File: src/sf_timing_pkg.sv
// shift-mode encoding and pixel-position type for the tile shifters

package sf_timing_pkg;

   // ==================================================
   // shift register select
   // ==================================================

   // ls194 select codes, left shift (10) is never issued
   typedef enum logic [1:0] {
      HOLD  = 2'b00,
      SHIFT = 2'b01,
      LOAD  = 2'b11
   } shift_mode_t;

   // ==================================================
   // pixel position
   // ==================================================

   localparam int HPOS_W = 3;

   // pixel index within a tile row
   typedef logic [HPOS_W-1:0] hpos_t;

   // last pixel of a row, tile boundary
   localparam hpos_t HPOS_LAST = 3'd7;

endpackage

File: src/sf_video_pkg.sv
// colour and tile-row types for the graphics output path

package sf_video_pkg;

   // ==================================================
   // pixel widths
   // ==================================================

   // pixels per tile row
   localparam int TILE_W = 8;

   // output colour width, 3-3-2
   localparam int RGB_W = 8;

   // ==================================================
   // types
   // ==================================================

   // red [7:5], green [4:2], blue [1:0]
   typedef logic [RGB_W-1:0] rgb_t;

   // one bitplane row, msb is the leftmost pixel when unflipped
   typedef logic [TILE_W-1:0] tile_row_t;

endpackage

File: src/sf_palette_mixer.sv
// palette register file, colour lookup and composite blanking
`timescale 1ns/10ps

module sf_palette_mixer #(
   parameter int NUM_PLANES = 3
) (
   input  logic                    clk,
   input  logic                    CR,
   input  logic                    pix_cen_i,
   input  logic [NUM_PLANES-1:0]   color_idx_i,
   input  logic                    blank_i,
   input  logic                    pal_we_i,
   input  logic [NUM_PLANES-1:0]   pal_addr_i,
   input  sf_video_pkg::rgb_t      pal_data_i,
   output sf_video_pkg::rgb_t      rgb_o
);

   // one entry per colour index
   localparam int PAL_DEPTH = 1 << NUM_PLANES;

   sf_video_pkg::rgb_t pal_mem [PAL_DEPTH];
   sf_video_pkg::rgb_t pal_rd;

   // ==================================================
   // palette
   // ==================================================

   // written by the strobe, cleared to black by reset
   always_ff @(posedge clk or negedge CR)
   begin
      if (!CR)
      begin
         for (int i = 0; i < PAL_DEPTH; i++)
         begin
            pal_mem[i] <= '0;
         end
      end
      else if (pal_we_i)
      begin
         pal_mem[pal_addr_i] <= pal_data_i;
      end
   end

   // lookup of the pixel currently at the shifter outputs
   assign pal_rd = pal_mem[color_idx_i];

   // ==================================================
   // output stage
   // ==================================================

   // one new colour per pixel enable, black while blanked
   always_ff @(posedge clk or negedge CR)
   begin
      if (!CR)
      begin
         rgb_o <= '0;
      end
      else if (pix_cen_i)
      begin
         if (blank_i)
         begin
            rgb_o <= '0;
         end
         else
         begin
            rgb_o <= pal_rd;
         end
      end
   end

endmodule

File: src/sf_pixel_cen.sv
// pixel clock-enable divider
`timescale 1ns/10ps

module sf_pixel_cen #(
   parameter int PIX_DIV = 8
) (
   input  logic clk,
   input  logic CR,
   output logic pix_cen_o
);

   localparam int CNT_W = $clog2(PIX_DIV);
   localparam logic [CNT_W-1:0] CNT_LAST = CNT_W'(PIX_DIV - 1);

   logic [CNT_W-1:0] div_cnt;

   // ==================================================
   // divider
   // ==================================================

   // counts 0 .. PIX_DIV-1 and fires on the wrap
   // so the first enable comes PIX_DIV edges after reset
   always_ff @(posedge clk or negedge CR)
   begin
      if (!CR)
      begin
         div_cnt   <= '0;
         pix_cen_o <= 1'b0;
      end
      else if (div_cnt == CNT_LAST)
      begin
         div_cnt   <= '0;
         pix_cen_o <= 1'b1;
      end
      else
      begin
         div_cnt   <= div_cnt + 1'b1;
         pix_cen_o <= 1'b0;
      end
   end

endmodule

File: src/sf_plane_shifter.sv
// single bitplane load/shift register with hold
`timescale 1ns/10ps

module sf_plane_shifter (
   input  logic                       clk,
   input  logic                       CR,
   input  sf_timing_pkg::shift_mode_t mode_i,
   input  sf_video_pkg::tile_row_t    row_i,
   output logic                       pixel_o
);

   sf_video_pkg::tile_row_t q;

   // ==================================================
   // ls194 style register
   // ==================================================

   // HOLD doubles as the clock enable
   always_ff @(posedge clk or negedge CR)
   begin
      if (!CR)
      begin
         q <= '0;
      end
      else
      begin
         case (mode_i)
            sf_timing_pkg::LOAD:
            begin
               q <= row_i;
            end
            sf_timing_pkg::SHIFT:
            begin
               // toward the msb, zero fills from below
               q <= {q[sf_video_pkg::TILE_W-2:0], 1'b0};
            end
            default:
            begin
               q <= q;
            end
         endcase
      end
   end

   // serial out is the top bit
   assign pixel_o = q[sf_video_pkg::TILE_W-1];

endmodule

File: src/sf_tile_loader.sv
// tile-row holding register, pixel counter and shift-mode control
`timescale 1ns/10ps

module sf_tile_loader #(
   parameter int NUM_PLANES = 3
) (
   input  logic                                     clk,
   input  logic                                     CR,
   input  logic                                     pix_cen_i,
   input  logic                                     tile_load_i,
   input  sf_video_pkg::tile_row_t [NUM_PLANES-1:0] tile_rows_i,
   input  logic                                     tile_flip_i,
   output sf_timing_pkg::shift_mode_t               shift_mode_o,
   output sf_video_pkg::tile_row_t [NUM_PLANES-1:0] rows_o,
   output sf_timing_pkg::hpos_t                     hpos_o
);

   // next tile, waiting for the boundary
   sf_video_pkg::tile_row_t [NUM_PLANES-1:0] hold_rows;
   logic                                     hold_flip;

   sf_timing_pkg::hpos_t hpos;
   logic                 at_boundary;

   // ==================================================
   // holding register
   // ==================================================

   // a later strobe simply overwrites the earlier one
   always_ff @(posedge clk or negedge CR)
   begin
      if (!CR)
      begin
         hold_rows <= '0;
         hold_flip <= 1'b0;
      end
      else if (tile_load_i)
      begin
         hold_rows <= tile_rows_i;
         hold_flip <= tile_flip_i;
      end
   end

   // ==================================================
   // pixel position
   // ==================================================

   // starts at the boundary so the first enable loads
   always_ff @(posedge clk or negedge CR)
   begin
      if (!CR)
      begin
         hpos <= sf_timing_pkg::HPOS_LAST;
      end
      else if (pix_cen_i)
      begin
         hpos <= hpos + sf_timing_pkg::hpos_t'(1);
      end
   end

   assign hpos_o      = hpos;
   assign at_boundary = (hpos == sf_timing_pkg::HPOS_LAST);

   // ==================================================
   // shifter control
   // ==================================================

   always_comb
   begin
      if (!pix_cen_i)
      begin
         shift_mode_o = sf_timing_pkg::HOLD;
      end
      else if (at_boundary)
      begin
         shift_mode_o = sf_timing_pkg::LOAD;
      end
      else
      begin
         shift_mode_o = sf_timing_pkg::SHIFT;
      end
   end

   // horizontal flip is a bit reversal of every plane's row
   always_comb
   begin
      for (int p = 0; p < NUM_PLANES; p++)
      begin
         for (int b = 0; b < sf_video_pkg::TILE_W; b++)
         begin
            rows_o[p][b] = hold_flip ? hold_rows[p][sf_video_pkg::TILE_W-1-b]
                                     : hold_rows[p][b];
         end
      end
   end

endmodule

File: src/sf_tile_pipe.sv
// graphics output path top level: pixel enable, tile loader, plane shifters, mixer
`timescale 1ns/10ps

module sf_tile_pipe #(
   parameter int NUM_PLANES = 3,
   parameter int PIX_DIV    = 8
) (
   input  logic                                     clk,
   input  logic                                     CR,
   input  logic                                     tile_load_i,
   input  sf_video_pkg::tile_row_t [NUM_PLANES-1:0] tile_rows_i,
   input  logic                                     tile_flip_i,
   input  logic                                     pal_we_i,
   input  logic [NUM_PLANES-1:0]                    pal_addr_i,
   input  sf_video_pkg::rgb_t                       pal_data_i,
   input  logic                                     blank_i,
   output sf_video_pkg::rgb_t                       rgb_o,
   output logic                                     pix_cen_o,
   output sf_timing_pkg::hpos_t                     hpos_o
);

   logic                                     pix_cen;
   sf_timing_pkg::shift_mode_t               shift_mode;
   sf_video_pkg::tile_row_t [NUM_PLANES-1:0] plane_rows;
   logic [NUM_PLANES-1:0]                    color_idx;

   // ==================================================
   // pixel enable and row control
   // ==================================================

   sf_pixel_cen #(
      .PIX_DIV (PIX_DIV)
   ) u_pixel_cen (
      .clk       (clk),
      .CR        (CR),
      .pix_cen_o (pix_cen)
   );

   assign pix_cen_o = pix_cen;

   sf_tile_loader #(
      .NUM_PLANES (NUM_PLANES)
   ) u_tile_loader (
      .clk          (clk),
      .CR           (CR),
      .pix_cen_i    (pix_cen),
      .tile_load_i  (tile_load_i),
      .tile_rows_i  (tile_rows_i),
      .tile_flip_i  (tile_flip_i),
      .shift_mode_o (shift_mode),
      .rows_o       (plane_rows),
      .hpos_o       (hpos_o)
   );

   // ==================================================
   // bitplane shifters
   // ==================================================

   // plane p supplies bit p of the colour index
   for (genvar p = 0; p < NUM_PLANES; p++)
   begin : gen_plane
      sf_plane_shifter u_shifter (
         .clk     (clk),
         .CR      (CR),
         .mode_i  (shift_mode),
         .row_i   (plane_rows[p]),
         .pixel_o (color_idx[p])
      );
   end

   sf_palette_mixer #(
      .NUM_PLANES (NUM_PLANES)
   ) u_palette_mixer (
      .clk         (clk),
      .CR          (CR),
      .pix_cen_i   (pix_cen),
      .color_idx_i (color_idx),
      .blank_i     (blank_i),
      .pal_we_i    (pal_we_i),
      .pal_addr_i  (pal_addr_i),
      .pal_data_i  (pal_data_i),
      .rgb_o       (rgb_o)
   );

endmodule

File: config.mk
export PLATFORM = sky130hd
export DESIGN_NAME = sf_tile_pipe
export DESIGN_NICKNAME = d
export VERILOG_FILES = /design/src/sf_timing_pkg.sv /design/src/sf_video_pkg.sv /design/src/sf_palette_mixer.sv /design/src/sf_pixel_cen.sv /design/src/sf_plane_shifter.sv /design/src/sf_tile_loader.sv /design/src/sf_tile_pipe.sv
export SDC_FILE = /design/constraint.sdc
export NUM_CORES = 1
export LEC_CHECK = 0
export ABC_AREA = 1
export BUFFER_PORTS_ARGS = -buffer_cell sky130_fd_sc_hd__buf_2
export CORE_ASPECT_RATIO = 1.4
export CORE_MARGIN = 2
export CORE_UTILIZATION = 30
export DETAILED_ROUTE_END_ITERATION = 10
export SYNTH_ARGS = -nofsm -noshare
export SYNTH_HDL_FRONTEND = slang
export SYNTH_HIERARCHICAL = 1
export SYNTH_SLANG_ARGS = --single-unit
File: constraint.sdc
create_clock -name clk -period 2.4 [get_ports clk]
set_clock_uncertainty 0.15 [all_clocks]
set_input_delay 0.6 -clock clk [delete_from_list [all_inputs] [get_ports clk]]
set_output_delay 0.6 -clock clk [all_outputs]
set_load 0.02 [all_outputs]
* After elaboration in Yosys (flattened, before gate mapping) *
Cells that the tools add are included.

word-level totals
  flip-flop bits (word level) = 128
  input port bits = 41
  output and inout bits = 12

cells by class
  add/sub/neg operators = 2
  order comparisons = 3
  equality and inequality tests = 4
  multiplexer cells = 38
  bitwise gates (word level) = 2
  reduce and logical (&&, ||, !) cells = 2

operator list
  operator                                              number
  bitwise mux 64 bit                                    1
  one-hot mux 8 bit (2 select lines)                    3
  2-to-1 mux 8 bit                                      4
  2-to-1 mux 1 bit                                      25
  binary-select mux 8 bit (select 3 bit)                1
  demux 8 bit (select 3 bit)                            1
  >= comparator 4 bit (second input constant)           2
  NOT 3 -> 4 bit                                        2
  adder 3 x 1 -> 3 bit (second input constant)          2
  equality test 3 bit (second input constant)           2
  < comparator 4 x 1 -> 1 bit (second input constant)   1
  2-to-1 mux 2 bit                                      2
  2-to-1 mux 3 bit                                      1
  equality test 2 x 1 -> 1 bit (second input constant)  1
  equality test 2 bit (second input constant)           1
  nonzero test 2 bit                                    1
  logical AND 1 bit                                     1

* Depth between registers and ports, before layout *
Gate-level depths: netlist of run 1.

  depth after elaboration = 6
  mapped depth = 9

* By module *
Netlist of run 1, hierarchy kept.

by module, submodules not included
  module            instances  cells each  area each (um^2)  sequential area each (um^2)
  sf_palette_mixer  1          443         3470.8            1801.7
  sf_tile_loader    1          203         1498.9            704.4
  sf_plane_shifter  3          63          431.7             200.2
  sf_pixel_cen      1          7           128.9             100.1

* Worst setup path after synthesis of run 1 *
No wires, ideal clock.

  path type = reg-to-reg
  start = register u_tile_loader.hpos[0], in the netlist u_tile_loader/hpos_o[0]
  end = register gen_plane[0].u_shifter.q[1]
  arrival = 1.340 ns
  path slack = 0.792 ns
  cell stages (with the launch flop) = 9
  period minus slack after synthesis = 1.608 ns
  cell sequence = dfstp_2 -> ha_1 -> ha_1 -> nand2_1 -> inv_1 -> buf_6 -> nand2_1 -> nand3_1 -> nand2_1

between the ends
  cells in the longest elaborated chain, start to end = 5
  elaborated cells between the ends (all ways) = 7
  classes of those cells = eq/ne (3); mux (3); reduce/logical (1)

ends and longest elaborated chain
  item                                                                             RTL line                RTL
  start: declaration                                                               sf_tile_loader.sv:22    sf_timing_pkg::hpos_t hpos;
  start signal: assignment                                                         sf_tile_loader.sv:53    hpos <= sf_timing_pkg::HPOS_LAST;
  start signal: assignment                                                         sf_tile_loader.sv:57    hpos <= hpos + sf_timing_pkg::hpos_t'(1);
  equality test 3 bit *                                                            sf_tile_loader.sv:62    assign at_boundary = (hpos == sf_timing_pkg::HPOS_LAST);
  2-to-1 mux 2 bit *                                                               sf_tile_loader.sv:74    else if (at_boundary)
  2-to-1 mux 2 bit *                                                               sf_tile_loader.sv:70    if (!pix_cen_i)
  via shift_mode[1]                                                                sf_tile_pipe.sv:23      sf_timing_pkg::shift_mode_t shift_mode;
  equality test 2 x 1 -> 1 bit / equality test 2 bit (equally long branches)       sf_plane_shifter.sv:27  case (mode_i)
  one-hot mux 8 bit (2 select lines) / nonzero test 2 bit (equally long branches)  -
  end signal: assignment                                                           sf_plane_shifter.sv:30  q <= row_i;
  end signal: assignment                                                           sf_plane_shifter.sv:35  q <= {q[sf_video_pkg::TILE_W-2:0], 1'b0};
  end signal: assignment                                                           sf_plane_shifter.sv:39  q <= q;
  end: declaration                                                                 sf_plane_shifter.sv:12  sf_video_pkg::tile_row_t q;

Mark *: on every way through the listed nets, which the timed path passes. The rest lies on a longest branch.
A chain may end at the register's enable or synchronous reset.

* Final worst setup path of run 1 *
  start = register u_pixel_cen.pix_cen_o
  end = output port pix_cen_o

RTL lines
  item                      RTL line            RTL
  start: declaration        sf_pixel_cen.sv:9   output logic pix_cen_o
  start signal: assignment  sf_pixel_cen.sv:28  pix_cen_o <= 1'b0;
  start signal: assignment  sf_pixel_cen.sv:33  pix_cen_o <= 1'b1;
  start signal: assignment  sf_pixel_cen.sv:38  pix_cen_o <= 1'b0;
  end: declaration          sf_tile_pipe.sv:18  output logic pix_cen_o,

No word-level cell between the ends.

==> out/summary.json, run 1 <==
{
  "antenna_violating_nets_post_route": {"value": 0},
  "postCtsSetupRepairBufs": {"value": 0},
  "cts-buffers-inserted": {"value": 17},
  "sw_frac_of_total": {"value": 24.6, "unit": "%"},
  "grt_pass1_vias": {"value": 4966},
  "fp-row-count": {"value": 63},
  "synth_largest_type_area_fraction": {"value": 48.9, "unit": "%"},
  "starting_drt_drc_count": {"value": 283},
  "pwr-share-seq": {"value": 44.6, "unit": "%"},
  "netlist_top_cells_area": {"value": "sky130_fd_sc_hd__dfrtp_1, sky130_fd_sc_hd__nand2_1, sky130_fd_sc_hd__inv_1, sky130_fd_sc_hd__nand3_1, sky130_fd_sc_hd__buf_6"},
  "worstSetupStartpointType": {"value": "flop"},
  "number_of_enable_type_register_cells_in_the_synthesized_netlist": {"value": 0},
  "routabilityCongestion": {"value": 0.747},
  "grt_pass1_wl": {"value": 23800, "unit": "um"},
  "synth_seq_cells": {"value": 128},
  "critical_path.top_delay_family": {"value": "buffers and inverters"},
  "mappedNetlistNets": {"value": 887},
  "postPlaceCellArea": {"value": 0.00676, "unit": "mm2"},
  "cts_tree": {"value": "yes"},
  "final_core_utilization": {"value": 35.0, "unit": "%"},
  "pwr-share-clk": {"value": 44.2, "unit": "%"},
  "cpMaxStageDelayCell": {"value": "sky130_fd_sc_hd__buf_4"},
  "grt.overflow.total": {"value": 0},
  "number_of_vias_in_the_routed_layout": {"value": 5005},
  "drt-wirelength-per-cell": {"value": 11.8, "unit": "um"},
  "power_per_cell_area": {"value": 779, "unit": "mW/mm2"},
  "final_cell_area": {"value": 0.00736, "unit": "mm2"},
  "setup.worst_path.class": {"value": "reg2out"},
  "cts-root-buf": {"value": "sky130_fd_sc_hd__clkbuf_16"},
  "timing.final.setup_violations": {"value": 0},
  "fin_tns_setup": {"value": 0, "unit": "ns"},
  "post_drt_via_cell_ratio": {"value": 4.31},
  "holdCritPathClass": {"value": "in2reg"},
  "worstMarginPinSlew": {"value": 0.549, "unit": "ns"},
  "drv.max_cap_violation_count": {"value": 0},
  "synth.avg_cell_area": {"value": 7.59, "unit": "um2"},
  "pwr_total": {"value": 5.73, "unit": "mW"},
  "maxSlewHeadroom": {"value": 63.3, "unit": "%"},
  "coreArea": {"value": 0.0210, "unit": "mm2"},
  "grt_start_max_net_pins": {"value": 56},
  "detail_route.first_pass.iterations": {"value": 4},
  "hpwl_after_detailed_placement": {"value": 9590, "unit": "um"},
  "worstPathMaxFanout": {"value": 36},
  "cts-root-to-sink-buffers": {"value": 2},
  "synthesized_netlist_cell_count": {"value": 842},
  "start_util": {"value": 30.4, "unit": "%"},
  "die_height": {"value": 177, "unit": "um"},
  "worst-endpoint-required": {"value": 1.65, "unit": "ns"},
  "clkTransAtPathRegs": {"value": 0.06, "unit": "ns"},
  "synth.lib_cells_used.distinct": {"value": 25},
  "setup_repair_after_global_routing_missed_its_margin": {"value": "false"},
  "cts.htree.levels": {"value": 4},
  "cts.sink_count": {"value": 128},
  "grt_antenna_before_repair": {"value": 0},
  "post-route-drc-count": {"value": 0},
  "max_stage_delay": {"value": 0.36, "unit": "ns"},
  "clock.fmax": {"value": 474, "unit": "MHz"},
  "async_flop_share": {"value": 100, "unit": "%"},
  "leakagePower": {"value": 4.02, "unit": "nW"},
  "worstPathBufferInverterCount": {"value": 2},
  "critPathArrivalTime": {"value": 1.36, "unit": "ns"},
  "place.detailed.instances": {"value": 1131},
  "sequential_element_share_of_the_synthesized_area": {"value": 50.2, "unit": "%"},
  "ios": {"value": 53},
  "die_area": {"value": 0.0225, "unit": "mm2"},
  "synth.cells.most_frequent": {"value": "sky130_fd_sc_hd__nand2_1, sky130_fd_sc_hd__dfrtp_1, sky130_fd_sc_hd__inv_1, sky130_fd_sc_hd__nand3_1, sky130_fd_sc_hd__o21ai_0"},
  "run_status": {"value": "finished clean"},
  "cts-hold-fix-buffers": {"value": 1},
  "clock_insertion_delay_worst_skew": {"value": 0.42, "unit": "ns"},
  "area_delta_synth_final": {"value": 15.0, "unit": "%"},
  "timing.final.crit_period": {"value": 2.11, "unit": "ns"},
  "synth.yosys.warnings": {"value": 6},
  "syn_area": {"value": 0.00639, "unit": "mm2"},
  "post-synth-top-area-cell": {"value": "sky130_fd_sc_hd__dfrtp_1"},
  "global_route_usage_over_all_layers": {"value": 13.4, "unit": "%"},
  "final_max_slew_viol_count": {"value": 0},
  "final_cells": {"value": 1162},
  "placement.io_buffers": {"value": 52},
  "internal_power_consumption": {"value": 4.32, "unit": "mW"},
  "final_min_period_over_clock_period": {"value": 87.9, "unit": "%"},
  "synth-main-ff-cell": {"value": "sky130_fd_sc_hd__dfrtp_1"},
  "die_width": {"value": 127, "unit": "um"},
  "post-synth-top-count-cell": {"value": "sky130_fd_sc_hd__nand2_1"},
  "end_kind": {"value": "output port"},
  "maximum_vdd_drop": {"value": 0.462, "unit": "mV"},
  "cp_cell_sequence": {"value": "buf_4 -> buf_2"},
  "power_frac_comb": {"value": 11.2, "unit": "%"},
  "finalNetCount": {"value": 936},
  "finalHoldViolations": {"value": 0},
  "drt-total-wl": {"value": 13700, "unit": "um"},
  "number_of_inserted_diodes": {"value": 0},
  "net-switching-power": {"value": 1.41, "unit": "mW"},
  "post_cts.resized_instances": {"value": 0},
  "drive_gt1_share": {"value": 14.2, "unit": "%"}
}
## cells by family (layout without fill, tap and decap cells)
logic type               after synthesis  count (layout)  synth area share, %
AND/OR/NAND/NOR                      488             488                 31.1
flip-flops                           128             128                 50.2
buffers and inverters                155             215                 12.6
adder cells (fa/ha/maj)                4               4                0.783
AO/OA/AOI/OAI                         67              67                 5.36
## cell type report
class / count / area, um2
clock buffers: 24 / 502
well taps: 260 / 325
inverters: 120 / 473
multi-input cells: 559 / 2380
clock inverters: 6 / 80.1
flip-flops and latches: 128 / 3210
repair buffers: 65 / 388
fillers: 2235 / 13700
## layout by cell type (no fill, tap or decap)
cell,Yosys,routed
sky130_fd_sc_hd__o21ai_2,2,2
sky130_fd_sc_hd__dfstp_2,3,3
sky130_fd_sc_hd__inv_2,7,7
sky130_fd_sc_hd__inv_4,3,3
sky130_fd_sc_hd__nand2_2,14,14
sky130_fd_sc_hd__clkbuf_1,1,2
sky130_fd_sc_hd__inv_8,2,2
sky130_fd_sc_hd__bufinv_16,0,2
sky130_fd_sc_hd__nand3_1,72,72
sky130_fd_sc_hd__ha_1,4,4
sky130_fd_sc_hd__clkinv_1,1,1
sky130_fd_sc_hd__nor2_4,1,1
sky130_fd_sc_hd__clkinv_2,0,4
sky130_fd_sc_hd__buf_4,5,11
sky130_fd_sc_hd__nand3_2,1,1
sky130_fd_sc_hd__o21ai_0,38,38
sky130_fd_sc_hd__dfrtp_1,125,125
sky130_fd_sc_hd__nor3_4,1,1
sky130_fd_sc_hd__buf_2,7,51
sky130_fd_sc_hd__buf_12,0,2
sky130_fd_sc_hd__nor2_1,9,9
sky130_fd_sc_hd__dlygate4sd3_1,0,1
sky130_fd_sc_hd__inv_1,107,107
sky130_fd_sc_hd__nor2_2,2,2
sky130_fd_sc_hd__clkbuf_16,0,17
sky130_fd_sc_hd__clkbuf_8,2,5
sky130_fd_sc_hd__o21ai_1,27,27
sky130_fd_sc_hd__nand2_1,388,388
## worst reg2reg max path, delay by kind of cell, from the launching register on
family	cells	cell delay [ns]
buffers and inverters	2	0.37
adders and majority gates	2	0.29
and+or+nand+nor	4	0.32
DFF	1	0.54
## power groups by stage
| stage | Sequential (mW) | Clock (mW) | Combinational [mW] |
|---|---|---|---|
| 2_1_floorplan | 2.58 | 0 | 0.483 |
| 3_3_place_gp | 2.58 | 0 | 0.642 |
| 3_5_place_dp | 2.59 | 0 | 0.653 |
| 4_1_cts | 2.55 | 2.61 | 0.658 |
| 5_1_grt | 2.59 | 2.71 | 0.780 |
| 6_report | 2.55 | 2.53 | 0.645 |
## flip-flops by register name, indices dropped and copies added (netlist names)
name,flops
gen_plane.u_shifter/q,24
u_pixel_cen/div_cnt,3
u_pixel_cen/pix_cen_o,1
u_palette_mixer/pal_mem,64
u_tile_loader/hold_flip,1
u_palette_mixer/rgb_o,8
u_tile_loader/hold_rows,24
u_tile_loader/hpos_o,3
## metal layers
layer / vias up / track usage [%] / share of wire [%]
met3: 31 / 3.36 / 3.2
met2: 85 / 23.6 / 51
met4: 0 / 6.91 / 3.8
li1: 2645 / - / -
met1: 2244 / 14.7 / 42
met5: - / 0 / 0
## metrics by stage
| stage | hold WS, ns | setup slack [ns] |
|---|---|---|
| floorplan | 0.154 | 0.792 |
| global placement | 0.265 | 0.650 |
| detailed placement | 0.270 | 0.609 |
| CTS | 0.208 | 0.241 |
| global route | 0.217 | 0.201 |
| finish | 0.226 | 0.290 |
## path summary, 6_finish.rpt
kind                                                startpoint                                      end  slack (ns)  depth (start not counted)
min                                             tile_rows_i[3]   u_tile_loader/hold_rows[3]$_DFFE_PN0P_        0.23                          3
min reg2reg                   u_pixel_cen/div_cnt[0]$_DFF_PN0_         u_pixel_cen/div_cnt[0]$_DFF_PN0_        0.27                          1
min in group asynchronous                                   CR   u_palette_mixer/pal_mem[0]$_DFFE_PN0P_        0.51                          2
max in group asynchronous                                   CR      u_tile_loader/hpos_o[1]$_DFFE_PN1P_        0.91                          3
max                            u_pixel_cen/pix_cen_o$_DFF_PN0_                                pix_cen_o        0.29                          2
max reg2reg                u_tile_loader/hpos_o[0]$_DFFE_PN1P_  gen_plane[1].u_shifter/q[7]$_DFFE_PN0P_        0.61                          8
No activity file was read; power rests on OpenSTA's default activity.
==> run 2: changes to the inputs <==
--- a/config.mk
+++ b/config.mk
@@ -7,7 +7,6 @@
 export LEC_CHECK = 0
 export ABC_AREA = 1
 export BUFFER_PORTS_ARGS = -buffer_cell sky130_fd_sc_hd__buf_2
-export CORE_ASPECT_RATIO = 1.4
 export CORE_MARGIN = 2
 export CORE_UTILIZATION = 30
 export DETAILED_ROUTE_END_ITERATION = 10
==> constraint.sdc (replaced) <==
create_clock -name clk -period 2.6 [get_ports clk]
set_clock_uncertainty 0.15 [all_clocks]
set_input_delay 0.65 -clock clk [delete_from_list [all_inputs] [get_ports clk]]
set_output_delay 0.65 -clock clk [all_outputs]
set_load 0.02 [all_outputs]
==> run 2 against run 1 <==
  * Total power down 5.5%
  * Combinational power is 6.4% lower
  * Critical path type unchanged
  * Via count about the same
  * Clock power down 3%
  * Non-clock buffer count fell by 4
  * Largest cell class unchanged
  * Sequential power is 7% lower
==> out/summary.json, run 2 (synthesized netlist as in run 1, its figures left out) <==
{
  "run_status": {"value": "finished clean", "change": "unchanged"},
  "critPathArrivalTime": {"value": 1.14, "unit": "ns", "change": "was 1.36 ns"},
  "grt.overflow.total": {"value": 0, "change": "unchanged"},
  "end_kind": {"value": "output port", "change": "unchanged"},
  "cpMaxStageDelayCell": {"value": "sky130_fd_sc_hd__dfstp_2", "change": "was sky130_fd_sc_hd__buf_4"},
  "cts-hold-fix-buffers": {"value": 0, "change": "was 1"},
  "largest_registers": {"value": "u_palette_mixer/pal_mem x64, gen_plane.u_shifter/q x24, u_tile_loader/hold_rows x24", "change": "unchanged"},
  "finalHoldViolations": {"value": 0, "change": "unchanged"},
  "final_min_period_over_clock_period": {"value": 74.5, "unit": "%"},
  "multi_input_comb_area": {"value": 0.00238, "unit": "mm2", "change": "unchanged"},
  "power_per_cell_area": {"value": 737, "unit": "mW/mm2", "change": "was 779 mW/mm2"},
  "max_flop_register": {"value": "u_palette_mixer/pal_mem", "change": "unchanged"},
  "ios": {"value": 53, "change": "unchanged"},
  "grt_antenna_before_repair": {"value": 0, "change": "unchanged"},
  "antenna_violating_nets_post_route": {"value": 0, "change": "unchanged"},
  "mostFrequentLayoutCells": {"value": "sky130_fd_sc_hd__nand2_1, sky130_fd_sc_hd__dfrtp_1, sky130_fd_sc_hd__inv_1, sky130_fd_sc_hd__nand3_1, sky130_fd_sc_hd__buf_2", "change": "unchanged"},
  "area_delta_synth_final": {"value": 15.1, "unit": "%", "change": "was 15.0%"},
  "post_drt_via_cell_ratio": {"value": 4.26, "change": "was 4.31"},
  "post-route-drc-count": {"value": 0, "change": "unchanged"},
  "setup.worst_path.class": {"value": "reg2out", "change": "unchanged"},
  "clock_insertion_delay_worst_skew": {"value": 0.42, "unit": "ns", "change": "about the same"},
  "cts-root-to-sink-buffers": {"value": 2, "change": "unchanged"},
  "post_cts.resized_instances": {"value": 0, "change": "unchanged"},
  "grt_start_max_net_pins": {"value": 54, "change": "was 56"},
  "maximum_vdd_drop": {"value": 0.427, "unit": "mV", "change": "was 0.462 mV"},
  "worst-endpoint-required": {"value": 1.80, "unit": "ns", "change": "was 1.65 ns"},
  "global_route_usage_over_all_layers": {"value": 13.2, "unit": "%", "change": "was 13.4%"},
  "fill_cells": {"value": 2280, "change": "was 2,235"},
  "timing.final.crit_period": {"value": 1.94, "unit": "ns"},
  "largest_register_ff_count": {"value": 64, "change": "unchanged"},
  "die_height": {"value": 150, "unit": "um", "change": "was 177 um"},
  "postCtsSetupRepairBufs": {"value": 0, "change": "unchanged"},
  "hpwl_after_detailed_placement": {"value": 9230, "unit": "um", "change": "was 9590 um"},
  "cts_tree": {"value": "yes", "change": "unchanged"},
  "sequential_cell_area": {"value": 0.00321, "unit": "mm2", "change": "unchanged"},
  "final_cell_area": {"value": 0.00736, "unit": "mm2", "change": "about the same"},
  "cts-root-buf": {"value": "sky130_fd_sc_hd__clkbuf_16", "change": "unchanged"},
  "leakagePower": {"value": 3.98, "unit": "nW", "change": "was 4.02 nW"},
  "routabilityCongestion": {"value": 0.794, "change": "was 0.747"},
  "mostFrequentLayoutCell": {"value": "sky130_fd_sc_hd__nand2_1", "change": "unchanged"},
  "drt-total-wl": {"value": 13600, "unit": "um", "change": "was 13,700 um"},
  "finalNetCount": {"value": 932, "change": "was 936"},
  "start_util": {"value": 30.5, "unit": "%", "change": "was 30.4%"},
  "number_of_vias_in_the_routed_layout": {"value": 5001, "change": "was 5,005"},
  "maxSlewHeadroom": {"value": 62.3, "unit": "%", "change": "was 63.3%"},
  "die_area": {"value": 0.0225, "unit": "mm2", "change": "about the same"},
  "worstPathBufferInverterCount": {"value": 1, "change": "was 2"},
  "drive_gt1_share": {"value": 14.3, "unit": "%", "change": "was 14.2%"},
  "clkTransAtPathRegs": {"value": 0.06, "unit": "ns", "change": "about the same"},
  "grt_pass1_vias": {"value": 4852, "change": "was 4,966"},
  "die_width": {"value": 150, "unit": "um", "change": "was 127 um"},
  "worstSetupStartpointType": {"value": "flop", "change": "unchanged"},
  "postPlaceCellArea": {"value": 0.00675, "unit": "mm2", "change": "was 0.00676 mm2"},
  "cts.sink_count": {"value": 128, "change": "unchanged"},
  "critical_path.top_delay_family": {"value": "flip-flops", "change": "was buffers and inverters"},
  "cts.htree.levels": {"value": 4, "change": "unchanged"},
  "fp-row-count": {"value": 53, "change": "was 63"},
  "setup_repair_after_global_routing_missed_its_margin": {"value": "false", "change": "unchanged"},
  "coreArea": {"value": 0.0210, "unit": "mm2", "change": "about the same"},
  "worstMarginPinSlew": {"value": 0.564, "unit": "ns", "change": "was 0.549 ns"},
  "post-place-ws": {"value": 0.781, "unit": "ns", "change": "was 0.609 ns"},
  "fin_tns_setup": {"value": 0, "unit": "ns", "change": "unchanged"},
  "cp_cell_sequence": {"value": "buf_2", "change": "was buf_4 -> buf_2"},
  "grt_pass1_wl": {"value": 23600, "unit": "um", "change": "was 23,800 um"},
  "detail_route.first_pass.iterations": {"value": 5, "change": "was 4"},
  "holdCritPathClass": {"value": "in2async", "change": "was in2reg"},
  "timing.final.setup_violations": {"value": 0, "change": "unchanged"},
  "max_stage_delay": {"value": 0.55, "unit": "ns", "change": "was 0.36 ns"},
  "placement.io_buffers": {"value": 52, "change": "unchanged"},
  "starting_drt_drc_count": {"value": 321, "change": "was 283"},
  "clock.fmax": {"value": 517, "unit": "MHz"},
  "final_max_slew_viol_count": {"value": 0, "change": "unchanged"},
  "layout_setup_ws": {"value": 0.664, "unit": "ns", "change": "was 0.290 ns"},
  "cts-buffers-inserted": {"value": 17, "change": "unchanged"},
  "drv.max_cap_violation_count": {"value": 0, "change": "unchanged"},
  "worstPathMaxFanout": {"value": 4, "change": "was 36"},
  "final_core_utilization": {"value": 35.1, "unit": "%", "change": "was 35.0%"},
  "drt-wirelength-per-cell": {"value": 11.6, "unit": "um", "change": "was 11.8 um"},
  "number_of_inserted_diodes": {"value": 0, "change": "unchanged"}
}
==> run 2: changes by cell type in the layout (fill, tap and decap cells not counted) <==
cell                            before  now
sky130_fd_sc_hd__buf_12              2    1
sky130_fd_sc_hd__buf_4              11    9
sky130_fd_sc_hd__bufinv_16           2    3
sky130_fd_sc_hd__clkbuf_1            2    0
sky130_fd_sc_hd__clkbuf_8            5    0
sky130_fd_sc_hd__clkinv_2            4    1
sky130_fd_sc_hd__clkinv_4            0    2
sky130_fd_sc_hd__clkinvlp_4          0    5
sky130_fd_sc_hd__dlygate4sd3_1       1    0
sky130_fd_sc_hd__inv_6               0    4
==> run 2: path summary, 6_finish.rpt <==
check / start / endpoint / slack [ns] / depth (start not counted)
setup reg to reg: u_tile_loader/hpos_o[0]$_DFFE_PN1P_ / gen_plane[2].u_shifter/q[7]$_DFFE_PN0P_ / 0.80 / 9
setup / recovery: u_tile_loader/hpos_o[0]$_DFFE_PN1P_ / hpos_o[0] / 0.66 / 1
hold / removal: CR / u_palette_mixer/pal_mem[1]$_DFFE_PN0P_ / 0.08 / 1
max in group asynchronous: CR / u_tile_loader/hold_rows[21]$_DFFE_PN0P_ / 1.54 / 2
min in group clk: tile_rows_i[11] / u_tile_loader/hold_rows[11]$_DFFE_PN0P_ / 0.27 / 3
hold reg to reg: u_pixel_cen/div_cnt[0]$_DFF_PN0_ / u_pixel_cen/div_cnt[0]$_DFF_PN0_ / 0.29 / 1
==> run 2: final cells by class <==
type / count / share of cell area, %
multi-input combinational: 559 / 32.4
clock inverter: 15 / 2.52
timing repair buffer: 61 / 4.66
sequential: 128 / 43.6
tap: 275 / 4.68
clock buffer: 17 / 5.78
inverter: 120 / 6.43
==> run 2: per-layer routing <==
layer,vias up,share of wire (%),routed length (um),track usage (%)
met1,2248,50,6740,17.9
met4,0,0.80,108,4.25
met5,-,0,0,0
met3,10,4.6,622,2.77
met2,102,45,6110,20.9
li1,2641,-,-,-
==> run 2: worst reg2reg max path, stage by stage, from the launching register on <==
cell and delay [ns]:
sky130_fd_sc_hd__dfstp_2 0.55, sky130_fd_sc_hd__ha_1 0.15, sky130_fd_sc_hd__ha_1 0.14, sky130_fd_sc_hd__nand2_1 0.05
sky130_fd_sc_hd__inv_1 0.07, sky130_fd_sc_hd__buf_4 0.32, sky130_fd_sc_hd__inv_4 0.10, sky130_fd_sc_hd__nand2_1 0.07
sky130_fd_sc_hd__nand3_1 0.07, sky130_fd_sc_hd__nand2_1 0.07
==> run 2: where the power goes <==
part	switching, mW	total, mW	internal, mW
Sequential	0.134	2.36	2.23
Clock	0.933	2.45	1.52
Combinational	0.369	0.604	0.236
Total	1.44	5.42	3.98
==> run 2: stage by stage <==
step	std cells	total power, mW	hold slack [ns]
after floorplan	842	2.82	0.204
after global placement	1143	2.99	0.270
after detailed placement	1143	3.01	0.284
after CTS	1175	5.49	0.0953
after global routing	1175	5.72	0.114
final	1175	5.42	0.0811
==> run 3: changes to the inputs <==
==> constraint.sdc (replaced) <==
create_clock -name clk -period 1.9 [get_ports clk]
set_clock_uncertainty 0.15 [all_clocks]
set_input_delay 0.475 -clock clk [delete_from_list [all_inputs] [get_ports clk]]
set_output_delay 0.475 -clock clk [all_outputs]
set_load 0.02 [all_outputs]
==> run 3 against run 2 <==
  * Sequential cell count did not move
  * Die area stayed put
  * Routed wire length decreased by 0.40%
  * Clock power rose by 54%
  * First-iteration DRC count up 32%
  * Setup slack got worse by 0.54 ns
  * Sequential power up 37%
  * Hold slack improved by 0.018 ns
  * Critical endpoint unchanged
  * Core utilization up 0.70 points
  * Clock-buffer cell count is 4 higher
==> out/summary.json, run 3 (synthesized netlist as in run 1, its figures left out) <==
{
  "clock_insertion_delay_worst_skew": {"value": 0.42, "unit": "ns", "change": "about the same"},
  "holdCritStartpoint": {"value": "tile_rows_i[1]"},
  "holdCritPathClass": {"value": "in2reg", "change": "was in2async"},
  "final_max_slew_viol_count": {"value": 0, "change": "unchanged"},
  "final_min_period_over_clock_period": {"value": 93.4, "unit": "%"},
  "maxSlewHeadroom": {"value": 63.6, "unit": "%", "change": "was 62.3%"},
  "antenna_violating_nets_post_route": {"value": 0, "change": "unchanged"},
  "clkTransAtPathRegs": {"value": 0.06, "unit": "ns", "change": "about the same"},
  "grt_start_max_net_pins": {"value": 89, "change": "was 54"},
  "post_cts.resized_instances": {"value": 0, "change": "unchanged"},
  "worst-endpoint-required": {"value": 1.27, "unit": "ns", "change": "was 1.80 ns"},
  "drv.max_cap_violation_count": {"value": 0, "change": "unchanged"},
  "worstSetupStartpointType": {"value": "flop", "change": "unchanged"},
  "routabilityCongestion": {"value": 0.738, "change": "was 0.794"},
  "hpwl_after_detailed_placement": {"value": 8770, "unit": "um", "change": "was 9230 um"},
  "post-route-drc-count": {"value": 0, "change": "unchanged"},
  "post_drt_via_cell_ratio": {"value": 4.26, "change": "about the same"},
  "grt_pass1_vias": {"value": 4820, "change": "was 4,852"},
  "r2r_setup_slack": {"value": 0.27, "unit": "ns", "change": "was 0.80 ns"},
  "largest_registers": {"value": "u_palette_mixer/pal_mem x64, gen_plane.u_shifter/q x24, u_tile_loader/hold_rows x24", "change": "unchanged"},
  "multi_input_comb_area": {"value": 0.00238, "unit": "mm2", "change": "unchanged"},
  "timing.final.setup_violations": {"value": 0, "change": "unchanged"},
  "die_area": {"value": 0.0225, "unit": "mm2", "change": "unchanged"},
  "hold_ws": {"value": 0.0986, "unit": "ns", "change": "was 0.0811 ns"},
  "cpMaxStageDelayCell": {"value": "sky130_fd_sc_hd__dfstp_2", "change": "unchanged"},
  "timing.reg2reg.worst_path_depth": {"value": 9, "change": "unchanged"},
  "grt.overflow.total": {"value": 0, "change": "unchanged"},
  "worstPathBufferInverterCount": {"value": 1, "change": "unchanged"},
  "die_height": {"value": 150, "unit": "um", "change": "unchanged"},
  "clock.fmax": {"value": 564, "unit": "MHz"},
  "whs_path_depth": {"value": 3},
  "end_kind": {"value": "output port", "change": "unchanged"},
  "worstMarginPinSlew": {"value": 0.546, "unit": "ns", "change": "was 0.564 ns"},
  "grt_pass1_wl": {"value": 24100, "unit": "um", "change": "was 23,600 um"},
  "finalHoldViolations": {"value": 0, "change": "unchanged"},
  "placement.io_buffers": {"value": 52, "change": "unchanged"},
  "starting_drt_drc_count": {"value": 425, "change": "was 321"},
  "drive_gt1_share": {"value": 14.7, "unit": "%", "change": "was 14.3%"},
  "worstPathMaxFanout": {"value": 4, "change": "unchanged"},
  "critPathArrivalTime": {"value": 1.15, "unit": "ns", "change": "was 1.14 ns"},
  "power_per_cell_area": {"value": 1040, "unit": "mW/mm2", "change": "was 737 mW/mm2"},
  "largest_register_ff_count": {"value": 64, "change": "unchanged"},
  "cts-buffers-inserted": {"value": 17, "change": "unchanged"},
  "run_status": {"value": "finished clean", "change": "unchanged"},
  "leakagePower": {"value": 4.07, "unit": "nW", "change": "was 3.98 nW"},
  "fin_tns_setup": {"value": 0, "unit": "ns", "change": "unchanged"},
  "drt-wirelength-per-cell": {"value": 11.5, "unit": "um", "change": "was 11.6 um"},
  "die_width": {"value": 150, "unit": "um", "change": "unchanged"},
  "timing.final.crit_period": {"value": 1.77, "unit": "ns"},
  "max_flop_register": {"value": "u_palette_mixer/pal_mem", "change": "unchanged"},
  "cts.htree.levels": {"value": 4, "change": "unchanged"},
  "cts_tree": {"value": "yes", "change": "unchanged"},
  "sequential_cell_area": {"value": 0.00321, "unit": "mm2", "change": "unchanged"},
  "hold-path-endpoint": {"value": "u_tile_loader/hold_rows[1]$_DFFE_PN0P_"},
  "cts.sink_count": {"value": 128, "change": "unchanged"},
  "start_util": {"value": 30.5, "unit": "%", "change": "unchanged"},
  "critical_path.reg2reg.startpoint": {"value": "u_tile_loader/hpos_o[0]$_DFFE_PN1P_", "change": "unchanged"},
  "finalNetCount": {"value": 938, "change": "was 932"},
  "fill_cells": {"value": 2227, "change": "was 2,280"},
  "ios": {"value": 53, "change": "unchanged"},
  "drt-total-wl": {"value": 13500, "unit": "um", "change": "was 13,600 um"},
  "mostFrequentLayoutCell": {"value": "sky130_fd_sc_hd__nand2_1", "change": "unchanged"},
  "setup.worst_path.class": {"value": "reg2out", "change": "unchanged"},
  "worst_r2r_endpoint": {"value": "gen_plane[0].u_shifter/q[7]$_DFFE_PN0P_", "change": "was gen_plane[2].u_shifter/q[7]$_DFFE_PN0P_"},
  "mostFrequentLayoutCells": {"value": "sky130_fd_sc_hd__nand2_1, sky130_fd_sc_hd__dfrtp_1, sky130_fd_sc_hd__inv_1, sky130_fd_sc_hd__nand3_1, sky130_fd_sc_hd__buf_2", "change": "unchanged"},
  "global_route_usage_over_all_layers": {"value": 13.4, "unit": "%", "change": "was 13.2%"},
  "number_of_vias_in_the_routed_layout": {"value": 5021, "change": "was 5,001"},
  "coreArea": {"value": 0.0210, "unit": "mm2", "change": "unchanged"},
  "cts-root-buf": {"value": "sky130_fd_sc_hd__clkbuf_16", "change": "unchanged"},
  "setup_repair_after_global_routing_missed_its_margin": {"value": "false", "change": "unchanged"},
  "cts-root-to-sink-buffers": {"value": 2, "change": "unchanged"},
  "fp-row-count": {"value": 53, "change": "unchanged"},
  "number_of_inserted_diodes": {"value": 0, "change": "unchanged"},
  "max_stage_delay": {"value": 0.55, "unit": "ns", "change": "about the same"},
  "grt_antenna_before_repair": {"value": 0, "change": "unchanged"},
  "critical_path.top_delay_family": {"value": "flip-flops", "change": "unchanged"},
  "detail_route.first_pass.iterations": {"value": 5, "change": "unchanged"},
  "maximum_vdd_drop": {"value": 0.619, "unit": "mV", "change": "was 0.427 mV"},
  "area_delta_synth_final": {"value": 17.4, "unit": "%", "change": "was 15.1%"},
  "cp_cell_sequence": {"value": "buf_2", "change": "unchanged"}
}
==> run 3: routing by layer <==
metal	global-route usage, %	up-vias	part of all wire (%)
li1	-	2654	-
met1	19.0	2264	51
met2	20.5	88	43
met3	3.08	15	4.5
met4	3.82	0	1.3
met5	0	-	0
==> run 3: power breakdown <==
group	leakage [nW]	switching (mW)	internal (mW)
sequential	1.63	0.180	3.05
clock	0.331	1.18	2.59
combinational	2.11	0.494	0.329
==> run 3: area by class of cell <==
class / count / area share (%)
multi-input combinational: 559 / 31.7
inverter: 120 / 6.30
clock inverter: 10 / 2.73
sequential: 128 / 42.7
clock buffer: 21 / 6.40
timing repair buffer: 67 / 5.53
tap: 275 / 4.58
==> run 3: worst max-delay path by stage <==
stage                                              startpoint                                       to  cells past startpoint  slack [ns]
final                     u_tile_loader/hpos_o[0]$_DFFE_PN1P_                                hpos_o[0]                      1        0.13
after global routing      u_tile_loader/hpos_o[0]$_DFFE_PN1P_                                hpos_o[0]                      1         0.1
after CTS                 u_tile_loader/hpos_o[0]$_DFFE_PN1P_                                hpos_o[0]                      1        0.10
after detailed placement  u_tile_loader/hpos_o[0]$_DFFE_PN1P_  gen_plane[2].u_shifter/q[5]$_DFFE_PN0P_                      8        0.27
after global placement                          pal_addr_i[1]  u_palette_mixer/pal_mem[61]$_DFFE_PN0P_                      5        0.30
after floorplan           u_tile_loader/hpos_o[0]$_DFFE_PN1P_  gen_plane[0].u_shifter/q[1]$_DFFE_PN0P_                      8        0.29
==> run 3: repair_timing <==
item / in CTS / in global routing
buffers inserted: 0 / 0
hold buffers: 1 / 0
endpoints found under the hold margin: 85 / 0
==> run 3: stage by stage <==
stage / util, % / area (um2) / setup WS [ns] / instances / power, mW
2_1_floorplan: - / 6390 / 0.292 / 842 / 3.86
4_1_cts: 35.8 / 7510 / 0.103 / 1180 / 7.92
5_1_grt: 35.8 / 7510 / 0.0954 / 1180 / 8.26
6_report: 35.8 / 7510 / 0.126 / 1180 / 7.82
3_5_place_dp: 32.5 / 6810 / 0.266 / 1148 / 4.10
3_3_place_gp: 32.5 / 6810 / 0.297 / 1148 / 4.08
